File: src/logic/fg_data_pkg.sv
package fg_data_pkg;

	// one waveform word, also the serializer ratio
	localparam int SAMPLE_BITS = 8;

	// memory depth and address width
	localparam int ADDRESS_BITS = 10;
	localparam int MEMORY_WORDS = 1 << ADDRESS_BITS;

	typedef logic [SAMPLE_BITS-1:0] sample_t;
	typedef logic [ADDRESS_BITS-1:0] address_t;

	// bit position inside the current word, counts 0 to SAMPLE_BITS-1
	typedef logic [$clog2(SAMPLE_BITS)-1:0] phase_t;

	// marker frame repeats every 32 addresses
	localparam int MARKER_FIELD_BITS = 5;
	localparam sample_t MARKER_FLAG = 8'hff;

	// prbs-31, polynomial x^31 + x^28 + 1
	localparam int PRBS_BITS = 31;
	localparam int PRBS_TAP_HIGH = 31;
	localparam int PRBS_TAP_LOW = 28;

	typedef logic [PRBS_BITS-1:0] prbs_state_t;

	// any nonzero start works; all ones is the usual choice
	localparam prbs_state_t PRBS_SEED = '1;

endpackage

File: src/logic/prbs_generator.sv
module prbs_generator
	import fg_data_pkg::*;
(
	input logic clock,
	input logic reset,
	input logic restart,
	input logic prbs_advance,
	output sample_t prbs_byte
);

	prbs_state_t state;

	// fibonacci lfsr, SAMPLE_BITS steps unrolled
	// new bits enter at the bottom, so the low byte is all fresh
	function automatic prbs_state_t prbs_step_word(input prbs_state_t current);
		prbs_state_t next;
		next = current;
		for (int i = 0; i < SAMPLE_BITS; i++) begin
			next = {next[PRBS_BITS-2:0], next[PRBS_TAP_HIGH-1] ^ next[PRBS_TAP_LOW-1]};
		end
		return next;
	endfunction

	always_ff @(posedge clock) begin
		if (reset || restart) begin
			state <= PRBS_SEED;
		end else if (prbs_advance) begin
			state <= prbs_step_word(state);
		end
	end

	// byte for the current write, next one ready after the advance
	assign prbs_byte = state[SAMPLE_BITS-1:0];

	// all-zero state would lock the register up for good
	state_nonzero: assert property (
		@(posedge clock) disable iff (reset)
		state != '0
	) else $error("prbs state collapsed to zero");

endmodule

File: config.mk
export PLATFORM = sky130hd
export DESIGN_NAME = prbs_generator
export DESIGN_NICKNAME = d
export VERILOG_FILES = /design/src/logic/fg_data_pkg.sv /design/src/logic/prbs_generator.sv
export SDC_FILE = /design/constraint.sdc
export NUM_CORES = 1
export LEC_CHECK = 0
export ABC_AREA = 1
export BUFFER_PORTS_ARGS = -buffer_cell sky130_fd_sc_hd__buf_2
export CORE_ASPECT_RATIO = 0.8
export CORE_MARGIN = 2
export CORE_UTILIZATION = 40
export DETAILED_ROUTE_END_ITERATION = 16
export HOLD_SLACK_MARGIN = 0.1
export PLACE_DENSITY = 0.7
export SKIP_LAST_GASP = 1
export SLEW_MARGIN = 20
export SYNTH_ARGS = -nofsm -noshare
export SYNTH_HDL_FRONTEND = slang
export SYNTH_SLANG_ARGS = --single-unit
File: constraint.sdc
create_clock -name clock -period 0.8 [get_ports clock]
set_input_delay 0.2 -clock clock [delete_from_list [all_inputs] [get_ports clock]]
set_output_delay 0.2 -clock clock [all_outputs]
set_load 0.005 [all_outputs]
==> impl_metrics.json <==
{
  "worstSkewPairLatency_ns": 0.28,
  "post-dp-hpwl_mm": 1.628,
  "syn_area_per_cell_um2": 7.269,
  "clock_path_buffers": 2,
  "leakage_nw": 0.8390,
  "postSynthCellCount": 184,
  "drc": 0,
  "violations": "setup timing",
  "grt_max_degree": 27,
  "crit_type": "register to output pin",
  "io_buffers": 11,
  "regArea_um2": 638.1,
  "drt-total-wl_mm": 2.415,
  "synth.distinct_cells": 10,
  "h-tree-depth": 2,
  "largest_register_ffs": 31,
  "synth_area_mm2": 0.001338,
  "place_inst": 225,
  "gr-usage-all-layers_pct": 15.06,
  "clkTransAtPathRegs_ns": 0.06,
  "cts_tree": "built",
  "grt_pass1_vias": 926,
  "finalNetCount": 205,
  "critPathTopFamily": "flip-flops",
  "rows": 18,
  "multiInputGateArea_um2": 500.5,
  "crit_buf_inv": 1,
  "coreArea_mm2": 0.003131,
  "dr.pass1.iters": 4,
  "finalSetupViolations": 10,
  "outcome": "finished, violations left",
  "path_cells": "buf_2",
  "antenna_left": 0,
  "boundaryPins": 12,
  "ir_drop_v": 0.001088,
  "layout_min_cycle_time_ns": 0.9126,
  "die_w_um": 68.65,
  "cap_violations": 0,
  "clock.fmax_ghz": 1.096,
  "final_area_mm2": 0.001541,
  "grt_pass1_wl_mm": 4.181,
  "worstSetupStartpointType": "register",
  "placed_area_mm2": 0.001365,
  "final.period_utilization_pct": 114.1,
  "wl_per_cell_um": 10.06,
  "overflow": 0,
  "drive_above_1_share_pct": 28.00,
  "tightest_slew_ns": 0.2012,
  "syn_nets": 188,
  "finalWeightedCongestion": 0.7560,
  "yosys_warnings": 0,
  "largest-register": "state",
  "cp.arrival_ns": 0.71,
  "syn_to_final_growth_pct": 15.25,
  "drt_iter0_markers": 59,
  "vias_per_cell": 4.492,
  "nFillCells": 313,
  "crit_fanout": 2,
  "rsz0062_at_grt": "true",
  "final_cell_count_no_fill": 240,
  "cpPeakStageDelay_ns": 0.32,
  "hold_viol": 0,
  "slowest_stage": "dfxtp_2",
  "insertedDiodeCount": 0,
  "relSlewSlack_pct": 86.57,
  "synth_seq_cells": 31,
  "clock_skew_ns": 0.004196,
  "cts_buffers": 5,
  "end_kind": "output pin",
  "root_buffer": "clkbuf_8",
  "holdCritPathClass": "input pin to register",
  "final_common_cell": "nand2_1",
  "power.density_mw_per_mm2": 1992,
  "finalWorstSetupSlack_ns": -0.1126,
  "vias": 1078,
  "fp.dieH_um": 55.72,
  "cp_data_required_time_ns": 0.60,
  "fin_util_pct": 49.24,
  "die_area_mm2": 0.003825,
  "synth-seq-area-share_pct": 46.40,
  "reg_top3": "state: 31 flops",
  "final_cell_mix": "nand2_1 (73), dfxtp_1 (17), nor2_1 (16)",
  "antenna_found_initial": 0,
  "cts_sinks": 31,
  "initial_utilization_pct": 42.73,
  "drv_slew": 0,
  "reg2reg_slack_ns": -0.05
}
-- metal layers --
metal | vias to the layer above | global-route usage [%] | part of all wire [%]
met5 | - | 0 | 0
met4 | 0 | 8.571 | 2.2
met3 | 7 | 5.466 | 5.5
met2 | 22 | 19.09 | 39
met1 | 469 | 21.41 | 53
li1 | 580 | - | -
-- synth_stat cells --
library cell	count	share of area [%]
nand2_1	75	21
dfxtp_1	31	46
inv_1	19	5.3
nor2_1	16	4.5
buf_4	13	7.3
nand3_1	12	4.5
o211ai_1	11	6.2
buf_6	4	3.4
inv_2	2	0.56
nor2_4	1	0.84
-- tightest hold or removal path: cells and delay by family --
family | cells | cell delay, ns
buffers and inverters | 1 | 0.16
AND/OR/NAND/NOR | 2 | 0.12
-- what timing repair did --
item | 4_1_cts | 5_1_grt
hold buffers | 0 | 0
pin swaps | 0 | 13
gates resized for setup | 8 | 16
setup endpoints to repair | 8 | 16
buffers inserted | 8 | 1
-- kinds of logic after synthesis --
group / synth area share (%)
DFF: 46.40
buffers and inverters: 16.56
and+or+nand+nor: 30.87
AOI/OAI and AO/OA: 6.174
-- layout make-up --
type	count	share of cell area (%)
Clock buffer	6	4.708
Inverter	21	5.114
Multi-Input combinational cell	115	32.47
Sequential cell	31	41.40
Tap cell	40	3.247
Timing Repair Buffer	27	13.07
-- stage by stage --
step / setup WS (ns) / setup TNS (ns) / power [mW] / hold slack [ns]
2_1_floorplan: 0.09532 / 0 / 1.917 / 0.3355
3_3_place_gp: -0.08951 / -1.665 / 1.961 / 0.4405
3_5_place_dp: -0.1196 / -2.072 / 1.964 / 0.4440
4_1_cts: -0.1233 / -0.9443 / 3.088 / 0.2374
5_1_grt: -0.1364 / -1.242 / 3.226 / 0.2701
6_report: -0.1126 / -0.9287 / 3.071 / 0.2480
-- where the power goes --
part           internal, mW  switching [mW]  total [mW]
logic                 0.148           0.184       0.332
registers              1.61          0.0350        1.65
clock network         0.578           0.515        1.09
-- path summary, 6_finish.rpt --
path | start | to | depth (start not counted)
max | state[6]$_SDFFE_PP1P_ | prbs_byte[6] | 1
min | prbs_advance | state[3]$_SDFFE_PP1P_ | 3
max reg2reg | state[3]$_SDFFE_PP1P_ | state[3]$_SDFFE_PP1P_ | 6
min reg2reg | state[19]$_SDFFE_PP1P_ | state[19]$_SDFFE_PP1P_ | 2
Note: power is estimated with default switching activity, not from simulation.
