## config.mk

```make
export PLATFORM = sky130hd
export DESIGN_NAME = pattern_loader
export DESIGN_NICKNAME = d
export VERILOG_FILES = /design/src/logic/fg_control_pkg.sv /design/src/logic/fg_data_pkg.sv /design/src/logic/pattern_loader.sv
export SDC_FILE = /design/constraint.sdc
export NUM_CORES = 1
export LEC_CHECK = 0
export ABC_AREA = 1
export BUFFER_PORTS_ARGS = -buffer_cell sky130_fd_sc_hd__buf_2
export CORE_MARGIN = 2
export CORE_UTILIZATION = 42
export CTS_BUF_LIST = sky130_fd_sc_hd__clkbuf_16
export CTS_CLUSTER_SIZE = 40
export DETAILED_ROUTE_END_ITERATION = 10
export PLACE_DENSITY = 0.75
export SYNTH_ARGS = -nofsm -noshare
export SYNTH_HDL_FRONTEND = slang
export SYNTH_SLANG_ARGS = --single-unit
```

## constraint.sdc

```tcl
create_clock -name clock -period 1.35 [get_ports clock]
set_input_delay 0.2025 -clock clock [delete_from_list [all_inputs] [get_ports clock]]
set_output_delay 0.2025 -clock clock [all_outputs]
set_load 0.05 [all_outputs]
```

## src/logic/fg_control_pkg.sv

```systemverilog
package fg_control_pkg;

	// what the loader writes into the memory
	typedef enum logic {
		// address-marker frames, 32 words each
		mode_marker,
		// bytes from the prbs-31 source
		mode_prbs
	} pattern_mode_t;

	// loader fsm
	typedef enum logic [1:0] {
		// memory full, playback running
		idle,
		// one write per clock
		fill,
		// single cycle, raises loaded
		done_pulse
	} loader_state_t;

endpackage

```

## src/logic/fg_data_pkg.sv

```systemverilog
package fg_data_pkg;

	// one waveform word, also the serializer ratio
	localparam int SAMPLE_BITS = 8;

	// memory depth and address width
	localparam int ADDRESS_BITS = 10;
	localparam int MEMORY_WORDS = 1 << ADDRESS_BITS;

	typedef logic [SAMPLE_BITS-1:0] sample_t;
	typedef logic [ADDRESS_BITS-1:0] address_t;

	// bit position inside the current word, counts 0 to SAMPLE_BITS-1
	typedef logic [$clog2(SAMPLE_BITS)-1:0] phase_t;

	// marker frame repeats every 32 addresses
	localparam int MARKER_FIELD_BITS = 5;
	localparam sample_t MARKER_FLAG = 8'hff;

	// prbs-31, polynomial x^31 + x^28 + 1
	localparam int PRBS_BITS = 31;
	localparam int PRBS_TAP_HIGH = 31;
	localparam int PRBS_TAP_LOW = 28;

	typedef logic [PRBS_BITS-1:0] prbs_state_t;

	// any nonzero start works; all ones is the usual choice
	localparam prbs_state_t PRBS_SEED = '1;

endpackage

```

## src/logic/pattern_loader.sv

```systemverilog
module pattern_loader
	import fg_data_pkg::*;
	import fg_control_pkg::*;
#(
	parameter int PLAYBACK_WORDS = MEMORY_WORDS
) (
	input logic clock,
	input logic reset,
	input logic load_strobe,
	input pattern_mode_t load_mode,
	input sample_t prbs_byte,
	output logic prbs_advance,
	output logic fill_strobe,
	output address_t fill_address,
	output sample_t fill_data,
	output logic loading,
	output logic loaded
);

	// fill stops here
	localparam address_t LAST_ADDRESS = address_t'(PLAYBACK_WORDS - 1);

	loader_state_t state;
	pattern_mode_t fill_mode;
	sample_t marker_data;

	// reset and load strobe both restart the fill at address 0
	// mode is captured once so a change mid-fill does not mix patterns
	always_ff @(posedge clock) begin
		if (reset) begin
			state <= fill;
			fill_address <= '0;
			fill_mode <= mode_marker;
		end else if (load_strobe) begin
			state <= fill;
			fill_address <= '0;
			fill_mode <= load_mode;
		end else begin
			case (state)
				fill: begin
					if (fill_address == LAST_ADDRESS) begin
						state <= done_pulse;
						fill_address <= '0;
					end else begin
						fill_address <= fill_address + 1'b1;
					end
				end
				done_pulse: begin
					state <= idle;
				end
				default: begin
					// idle until the next load
					state <= idle;
				end
			endcase
		end
	end

	// marker frame of 32 words
	// flag, frame number, offset, flag, then zeros
	always_comb begin
		case (fill_address[MARKER_FIELD_BITS-1:0])
			5'd0, 5'd3: begin
				marker_data = MARKER_FLAG;
			end
			5'd1: begin
				marker_data = sample_t'(fill_address[ADDRESS_BITS-1:MARKER_FIELD_BITS]);
			end
			5'd2: begin
				marker_data = sample_t'(fill_address[MARKER_FIELD_BITS-1:0]);
			end
			default: begin
				marker_data = '0;
			end
		endcase
	end

	assign fill_strobe = (state == fill);
	assign loading = (state == fill);
	// loading drops in the same cycle
	assign loaded = (state == done_pulse);

	// one prbs byte consumed per word written
	assign prbs_advance = fill_strobe && (fill_mode == mode_prbs);
	assign fill_data = (fill_mode == mode_prbs) ? prbs_byte : marker_data;

endmodule

```

==> reports/metrics.cfg <==
[worst_setup_path]
crit_fanout = 6
reg2reg_slack_ns = 0.05
worstReg2RegEnd = fill_address[6]
cp.required_ns = 1.15
crit_type = flop to primary output
startpoint_type = flop
cp.arrival_ns = 1.49
critPathCaptureType = primary output
rr_worst_depth = 8
reg2reg_from = fill_address[0]

[hold_path]
worstHoldPathType = input port to flop
holdPathEnd = fill_mode
whs_path_depth = 2
hp-start = reset

[power_and_ir_drop]
p_int_uw = 915
p_leak_uw = 0.000658
sequentialPowerShare = 0.304
pwr-share-comb = 0.270
swShare = 0.297
power.switching_uw = 387
clockPowerShare = 0.426
ir_worst_vdd_v = 0.000864
p_per_area_mw_per_mm2 = 871

[routing]
vias = 1048
drt_pass1_iterations = 4
wl_per_cell_um = 12.3
drc = 0
vias_per_cell = 5.01
drtIter0Drc = 20
drt_wl_total_mm = 2.56
detail-route-antenna-nets = 0

[cts]
cts.sinks = 13
clockRootBuffer = clkbuf_16
cts_inserted_buffers = 3
holdBufCountCts = 0
tritoncts = done
htree_num_levels = 1
path_clk_slew_ns = 0.04
clock_latency_ns = 0.24
clk_path_buf_depth = 2

[floorplanning]
rows = 16
die_h_um = 49.2
io_pins = 34
die-area_sq_mm = 0.00242
die_w_um = 49.2
coreArea_sq_mm = 0.00194
start_util = 0.441

[sta]
setup-violations-final = 8
slew_violations = 0
fin_ws_ns = -0.343
fin_tns_setup_ns = -2.56
hold_viol_final = 0
post-route-min-period_ns = 1.69
finalCritPeriodShare = 1.25
worstMarginPinSlew_ns = 0.419
timing.fmax_mhz = 591
rsz0062_at_grt = yes
skew_ns = 0.00213
relSlewSlack = 0.719

[place]
dpl.hpwl_mm = 1.88
placed_area_sq_mm = 0.00125
placedCellCount = 202
gp_congestion = 0.844
numPortBuffers = 33

[synthesis]
synth-seq-cells = 13
yosysUniqueCellTypes = 19
synth_nets = 148
yosys_warnings = 0
syn_area_sq_um = 857
synth_area_per_cell_sq_um = 6.49
synth_seq_area_share = 0.304
synthCells = 132

[final_layout]
seq_area_sq_um = 278
area_delta_synth_final_pct = 74.3
final_util = 0.769
nNetsFinal = 199
n_antenna_cell = 0
finalInstanceArea_sq_mm = 0.00149
fillers = 158
final_layout_size_suffix_gt1_frac = 0.516
finalNonFillerCells = 209
multiInputGateArea_sq_um = 681

[grt]
grt_pass1_wl_mm = 4.15
gr-total-overflow = 0
antenna_found_initial = 0
grt_usage = 0.223
grt_pass1_vias = 1005
grt_max_degree = 9

[run_status]
status = finished, violations left
failed_checks = negative setup slack

[flow_run]
maxCapViolCount = 0

==> worst max-delay path by stage <==
stage / startpoint / endpoint / slack (ns) / cells after the start
5_1_grt: fill_address[0] / fill_data[2] / -0.42 / 7
3_3_place_gp: fill_address[1] / fill_data[2] / -0.20 / 7
4_1_cts: fill_address[0] / fill_data[2] / -0.37 / 7
6_report: fill_address[0] / fill_data[2] / -0.34 / 7
2_1_floorplan: fill_address[0] / fill_data[2] / -0.18 / 6
3_5_place_dp: fill_address[0] / fill_data[2] / -0.22 / 6
==> layout make-up <==
cell class / instances / area share
tap: 27 / 0.0226
clock buffer: 3 / 0.0503
timing repair buffer: 49 / 0.242
sequential: 13 / 0.186
multi-input combinational: 101 / 0.456
inverter: 15 / 0.0410
clock inverter: 1 / 0.00251
==> cells by family (layout without fill, tap and decap cells) <==
kind of cell,count (synthesis),count (layout),share of synthesized area
AND/OR/NAND/NOR,89,89,0.483
AO/OA/AOI/OAI,5,5,0.0379
buffers and inverters,18,68,0.0861
XOR/XNOR,3,3,0.0307
flip-flops,13,13,0.304
adder cells (fa/ha/maj),4,4,0.0584
==> routing by layer <==
| layer | part of all wire | track usage | vias to the layer above |
|---|---|---|---|
| met2 | 0.50 | 0.419 | 38 |
| met3 | 0.046 | 0.0399 | 7 |
| met4 | 0.024 | 0.0857 | 0 |
| met5 | 0 | 0 | - |
| li1 | - | - | 521 |
| met1 | 0.43 | 0.243 | 482 |
==> cells in the mapped netlist <==
cell type  instances  area (sq um)
nand3_1           16          80.1
nand2_1           39           146
nor3_1             1          5.00
ha_1               4          50.1
buf_4              1          7.51
or2_0              1          6.26
nand3_2            3          30.0
o211ai_2           1          12.5
xor2_1             3          26.3
nand4_1            5          31.3
nand2_2            1          6.26
inv_1             14          52.6
buf_2              2          10.0
nor2_4             3          33.8
a21oi_1            3          15.0
inv_2              1          3.75
o21ai_0            1          5.00
nor2_1            20          75.1
dfxtp_1           13           260
==> power groups by stage <==
stage | clock network (uW) | registers [uW] | logic, uW
final | 555 | 395 | 351
after global routing | 579 | 396 | 371
after CTS | 561 | 395 | 344
after detailed placement | 0 | 402 | 290
after global placement | 0 | 402 | 284
after floorplan | 0 | 412 | 211
==> worst max-delay path, stage by stage (launching register included) <==
cell and delay [ns]:
dfxtp_4 0.39, inv_4 0.05, ha_4 0.15, o211ai_2 0.14
or2_1 0.13, buf_6 0.16, nand3_4 0.08, buf_6 0.15
==> through the flow <==
stage,total power (uW),hold slack [ns],setup slack [ns]
2_1_floorplan,623,0.275,-0.175
3_3_place_gp,686,0.376,-0.203
3_5_place_dp,692,0.383,-0.219
4_1_cts,1300,0.129,-0.374
5_1_grt,1350,0.156,-0.421
6_report,1300,0.130,-0.343
==> state kept, by name, indices dropped and copies added (netlist names) <==
name	count
fill_address	10
state	2
fill_mode	1
==> cells in the final DEF (no fill, tap or decap) <==
| master | netlist | final |
|---|---|---|
| nand2_1 | 39 | 29 |
| buf_2 | 2 | 22 |
| nor2_1 | 20 | 18 |
| buf_4 | 1 | 14 |
| inv_1 | 14 | 13 |
| nand3_1 | 16 | 12 |
| buf_6 | 0 | 9 |
| dfxtp_2 | 0 | 8 |
| nand2_4 | 0 | 6 |
| nand2_2 | 1 | 5 |
| nand3_4 | 0 | 5 |
| nand4_1 | 5 | 5 |
| nor2_4 | 3 | 4 |
| xor2_1 | 3 | 3 |
| a21oi_1 | 3 | 3 |
| clkbuf_16 | 0 | 3 |
| dfxtp_1 | 13 | 3 |
| inv_4 | 0 | 2 |
| nand3_2 | 3 | 2 |
| ha_4 | 0 | 2 |
| ha_2 | 0 | 2 |
| dfxtp_4 | 0 | 2 |
| buf_8 | 0 | 2 |
| clkbuf_4 | 0 | 2 |
| inv_2 | 1 | 1 |
| o211ai_2 | 1 | 1 |
| or2_1 | 0 | 1 |
| nor2_2 | 0 | 1 |
| nor3_2 | 0 | 1 |
| o21ai_0 | 1 | 1 |
==> repair_timing <==
item / CTS / global route
pin swaps: 4 / 3
setup endpoints to repair: 14 / 16
cloned: 0 / 0
buffers inserted: 3 / 1
hold endpoints to repair: 0 / 0
gates resized for setup: 24 / 17
Note: power is estimated with default switching activity, not from simulation.
