<file path="src/logic/fg_data_pkg.sv">
package fg_data_pkg;

	// one waveform word, also the serializer ratio
	localparam int SAMPLE_BITS = 8;

	// memory depth and address width
	localparam int ADDRESS_BITS = 10;
	localparam int MEMORY_WORDS = 1 << ADDRESS_BITS;

	typedef logic [SAMPLE_BITS-1:0] sample_t;
	typedef logic [ADDRESS_BITS-1:0] address_t;

	// bit position inside the current word, counts 0 to SAMPLE_BITS-1
	typedef logic [$clog2(SAMPLE_BITS)-1:0] phase_t;

	// marker frame repeats every 32 addresses
	localparam int MARKER_FIELD_BITS = 5;
	localparam sample_t MARKER_FLAG = 8'hff;

	// prbs-31, polynomial x^31 + x^28 + 1
	localparam int PRBS_BITS = 31;
	localparam int PRBS_TAP_HIGH = 31;
	localparam int PRBS_TAP_LOW = 28;

	typedef logic [PRBS_BITS-1:0] prbs_state_t;

	// any nonzero start works; all ones is the usual choice
	localparam prbs_state_t PRBS_SEED = '1;

endpackage

</file>
<file path="src/logic/word_serializer.sv">
module word_serializer
	import fg_data_pkg::*;
(
	input logic clock,
	input logic reset,
	input logic loading,
	input logic read_strobe,
	input sample_t read_data,
	output logic word_request,
	output logic word_strobe,
	output sample_t word_out,
	output logic bit_out
);

	// request one cycle early, word lands at phase 0
	localparam phase_t REQUEST_PHASE = phase_t'(SAMPLE_BITS - 1);
	// parked here during a fill, first request comes one cycle after loading falls
	localparam phase_t HOLD_PHASE = phase_t'(SAMPLE_BITS - 2);

	phase_t phase;
	sample_t shift_word;

	always_ff @(posedge clock) begin
		if (reset || loading) begin
			phase <= HOLD_PHASE;
		end else begin
			phase <= phase + 1'b1;
		end
	end

	assign word_request = (phase == REQUEST_PHASE) && !loading;

	// a late answer to a request made just before a reload is ignored
	assign word_strobe = read_strobe && !loading;
	assign word_out = word_strobe ? read_data : '0;

	// msb goes out straight from read_data, the rest from the shifter
	always_ff @(posedge clock) begin
		if (reset || loading) begin
			shift_word <= '0;
		end else if (read_strobe) begin
			shift_word <= {read_data[SAMPLE_BITS-2:0], 1'b0};
		end else begin
			shift_word <= {shift_word[SAMPLE_BITS-2:0], 1'b0};
		end
	end

	always_comb begin
		if (loading) begin
			bit_out = 1'b0;
		end else if (read_strobe) begin
			bit_out = read_data[SAMPLE_BITS-1];
		end else begin
			bit_out = shift_word[SAMPLE_BITS-1];
		end
	end

	// memory answer must stay locked to the word boundary
	answer_on_boundary: assert property (
		@(posedge clock) disable iff (reset)
		read_strobe |-> (phase == '0)
	) else $error("read answer at phase %0d", phase);

endmodule

</file>
<file path="config.mk">
export PLATFORM = sky130hd
export DESIGN_NAME = word_serializer
export DESIGN_NICKNAME = d
export VERILOG_FILES = /design/src/logic/fg_data_pkg.sv /design/src/logic/word_serializer.sv
export SDC_FILE = /design/constraint.sdc
export NUM_CORES = 1
export LEC_CHECK = 0
export ABC_AREA = 1
export BUFFER_PORTS_ARGS = -buffer_cell sky130_fd_sc_hd__buf_2
export CAP_MARGIN = 25
export CORE_MARGIN = 10
export CORE_UTILIZATION = 25
export DETAILED_ROUTE_END_ITERATION = 6
export GPL_TIMING_DRIVEN = 0
export HOLD_SLACK_MARGIN = 0.08
export PLACE_DENSITY = 0.59
export SKIP_LAST_GASP = 1
export SYNTH_ARGS = -nofsm -noshare
export SYNTH_HDL_FRONTEND = slang
export SYNTH_SLANG_ARGS = --single-unit
</file>
<file path="constraint.sdc">
create_clock -name clock -period 1.62 [get_ports clock]
set_input_delay 0.324 -clock clock [delete_from_list [all_inputs] [get_ports clock]]
set_output_delay 0.324 -clock clock [all_outputs]
set_load 0.02 [all_outputs]
</file>
==> parameters.txt <==
Parameter                              Value

Run status
  Outcome ... finished clean

Finish
  Multi-input logic area ... 186.4 µm²
  Final core area utilization ... 0.3437
  Commonest cells after routing, fill and taps aside ... sky130_fd_sc_hd__buf_2, sky130_fd_sc_hd__nand2_1, sky130_fd_sc_hd__dfxtp_1
  Layout cells sized above 1 ... 0.3718
  Filler cells ... 191
  Ant. Diodes ... 0
  Layout Cells excl Fill ... 95
  Area Overhead vs Synth ... 32.95%
  Most common library cell in the layout ignoring fill and taps ... sky130_fd_sc_hd__buf_2
  Nets ... 94
  Combined flip-flop and latch cell area ... approximately 200 µm²
  Summed area of non-filler cells in the final layout ... a little under 600 µm²

Placement
  Number of placed instances, taps included ... 92
  Count of buffers inserted at the top-level ports ... 20
  Cell Area, Placed ... 558.0 µm²
  DPL Wire Length ... 879.2 µm
  Final weighted congestion of routability-driven global placement ... 0.6654

Clock network
  CTS clk-pin slew, worst paths ... around 0.06 ns
  Source-to-sink clock delay at the later pin of the worst-skew pair ... 0.26 ns
  Setup Fix Bufs, Post-CTS ... 0
  TritonCTS clock tree ... yes
  Buffer depth of the longest clock path ... 2
  Cts repair resizes ... 0
  TritonCTS Sinks ... 10
  Level count of the clock H-tree ... 1
  Cts bufs inserted ... 3
  Root Buffer Master ... sky130_fd_sc_hd__clkbuf_4
  Count of hold buffers inserted by post-cts repair ... 0

Timing
  Tcrit/Tclk final ... 0.9211
  Sum Neg Setup Slack ... 0 ns
  Final Hold Viols ... 0
  Final clock skew ... 0.004539 ns
  Number of failing setup endpoints in the final timing report ... 0
  Final critical path time including I/O delays and setup ... around 1.5 ns
  Worst slew margin relative to its limit ... 0.9003
  Fmax ... 0.6701 GHz
  Final Max Slew Viols ... 0
  Setup repair after global routing missed its margin ... no
  Transition time at the pin with the least slew margin ... between 0.1 and 0.15 ns

Yosys
  Simple-gate portion of the synthesized area ... 0.3009
  Combinational family with the most area after synthesis ... simple AND/OR/NAND/NOR gates
  Portion of the post-synthesis area used by sequential elements ... 0.4585
  Number of nets produced by synthesis ... 69
  Share of Yosys cell area claimed by the top area cell type ... 0.4585
  Synth area leaders ... sky130_fd_sc_hd__dfxtp_1, sky130_fd_sc_hd__nand2_1, sky130_fd_sc_hd__nor2_1
  Post-synthesis mux area share ... 0
  Syn Inst Count ... 55
  Seq cells post-synth ... 10
  Post-synth cell types ... 13
  Mean instance size in the synthesized netlist ... 7.939 µm²
  Number of synthesis warnings ... 0
  Post-synthesis share of cell area spent on xor and xnor gates ... 0
  Summed instance area of the synthesized netlist ... 436.7 µm²
  Complex-gate fraction of the synthesized area ... 0.06877
  Biggest area consumer among synthesized cells ... sky130_fd_sc_hd__dfxtp_1
  Adder and majority cell fraction of the synthesized area ... 0.05731

Pwr
  Total net switching power ... about 0.00013 W
  Power Density ... 860.7 mW/mm²
  Static leakage ... roughly 0.31 nW
  Total power consumption of the routed design ... around 0.0005 W
  Worst vdd rail ir drop ... 250.2 µV
  Part of the total power dissipated in sequential elements ... 0.514
  Clock share of power ... 0.321
  Internal Pwr Total ... between 0.0003 and 0.0004 W
  Switching share of power ... 0.2556
  Share of total power in combinational logic ... 0.165

Floorplanning
  Die height ... 61.80 µm
  Total die area ... between 0.003 and 0.004 mm²
  Number of placement rows ... 15
  IO Pins ... 23
  Starting density of the core ... 0.2585
  CORE AREA ... ~0.0017 mm²
  Die width ... 61.80 µm

Global routing
  Total global routing track utilization ... 0.06079
  GR Util met2 ... 0.1127
  Initial antenna violation count ... 0
  Largest net degree at the start of global routing ... 10
  Grt peak-use layer ... met2
  First-pass GRT wire length ... approximately 1.7 mm
  Met3 layer usage reported by global route ... 0.01423
  Grt met1 use ... 0.05202
  Grt total ovfl ... 0
  Via count of the first global-routing pass ... 438

Worst setup path
  R2R Path Start ... phase[0]$_SDFF_PP0_
  Most repeated library cell on the critical path ... sky130_fd_sc_hd__ha_1
  CP endpoint kind ... output pin
  Highest fanout seen on the critical path ... 2
  Highest cell delay on the worst timing path ... roughly 0.31 ns
  Destination of the critical timing path ... word_request
  Standard cell with the maximum stage delay on the critical path ... sky130_fd_sc_hd__dfxtp_1
  Arrival time at the worst endpoint ... roughly 1.2 ns
  WS Path Type ... flip-flop to output pin
  Cell family contributing the most delay on the critical path ... adder cells
  R2R Setup Slk ... 0.53 ns
  Worst Setup SP ... phase[0]$_SDFF_PP0_
  Crit. path cell count ... 5
  Count of buffering cells on the critical path with inverters included ... 2
  Reg-to-reg endpoint ... phase[2]$_SDFF_PP1_
  Launching element type of the critical path ... flip-flop
  Worst Reg-to-Reg Cells ... 3
  Required time of the worst setup path ... about 1.3 ns
  Cell-by-cell trace of the critical path ... ha_1, ha_1, inv_1, nor2_1, buf_2

Hold path
  Type of the worst min-delay path ... input pin to flip-flop

Drt
  DR pass1 iterations ... 2
  Number of design-rule violations left by the first detailed-router iteration ... 8
  Via Count ... 427
  Number of design rule violations left after detail routing ... 0
  Final routed wirelength across all metal layers ... 1.060 mm
  Count of nets left with antenna violations after detail routing ... 0
  Average routed wire per standard cell ... 11.16 µm
  Post-DR vias/cell ... 4.495

Flow run
  Maximum Capacitance Violations ... 0
stage by stage:
stage,hold slack [ns],setup WS (ns)
after floorplan,0.3964,0.4091
after global placement,0.4186,0.4023
after detailed placement,0.4220,0.3945
after CTS,0.2316,0.1092
after global routing,0.2465,0.01625
final,0.2386,0.1278
worst min path at each step:
stage | slack (ns) | from | to | cells after the start
floorplan | 0.40 | reset | shift_word[1]$_SDFF_PP0_ | 1
global placement | 0.42 | phase[0]$_SDFF_PP0_ | phase[0]$_SDFF_PP0_ | 1
detailed placement | 0.42 | phase[0]$_SDFF_PP0_ | phase[0]$_SDFF_PP0_ | 1
CTS | 0.23 | reset | shift_word[1]$_SDFF_PP0_ | 2
global route | 0.25 | reset | shift_word[1]$_SDFF_PP0_ | 2
finish | 0.24 | reset | shift_word[1]$_SDFF_PP0_ | 2
logic make-up after synthesis:
logic type / count (synthesis)
fa+ha+maj: 2
compound gates: 6
flops: 10
simple gates: 29
buf+inv: 8
Yosys cell counts:
master,n
sky130_fd_sc_hd__nor2_1,9
sky130_fd_sc_hd__inv_1,4
sky130_fd_sc_hd__nand3_1,2
sky130_fd_sc_hd__a21oi_1,6
sky130_fd_sc_hd__inv_6,1
sky130_fd_sc_hd__buf_6,2
sky130_fd_sc_hd__nand2_4,1
sky130_fd_sc_hd__dfxtp_1,10
sky130_fd_sc_hd__ha_1,2
sky130_fd_sc_hd__inv_2,1
sky130_fd_sc_hd__nor2_4,1
sky130_fd_sc_hd__or2_1,2
sky130_fd_sc_hd__nand2_1,14
power by group through the flow:
| stage | logic [W] | registers, W | clock network [W] |
|---|---|---|---|
| after floorplan | 0.0000548 | 0.000262 | 0 |
| after global placement | 0.0000836 | 0.000262 | 0 |
| after detailed placement | 0.0000847 | 0.000262 | 0 |
| after CTS | 0.0000849 | 0.000257 | 0.000167 |
| after global routing | 0.0000947 | 0.000258 | 0.000173 |
| final | 0.0000823 | 0.000257 | 0.000160 |
state kept, by name, indices dropped and copies added (netlist names):
signal	flops
phase	3
shift_word	7
metal layers:
layer  vias up  routed length, µm
met5         -                  0
li1        216                  -
met2        13                535
met3         4                 97
met1       194                388
met4         0                 38
worst register-to-register path, cell delays in order (launching register included):
cell and delay [ns]:
sky130_fd_sc_hd__dfxtp_1 0.31, sky130_fd_sc_hd__ha_1 0.19, sky130_fd_sc_hd__ha_1 0.25, sky130_fd_sc_hd__or2_1 0.22
cell type report:
cell class	instances	area share
clock buffers	3	0.03879
well taps	17	0.03664
plain buffers	2	0.03879
flip-flops and latches	10	0.3448
inverters	6	0.04741
repair buffers	20	0.1724
multi-input cells	37	0.3211
Note: power is estimated with default switching activity, not from simulation.
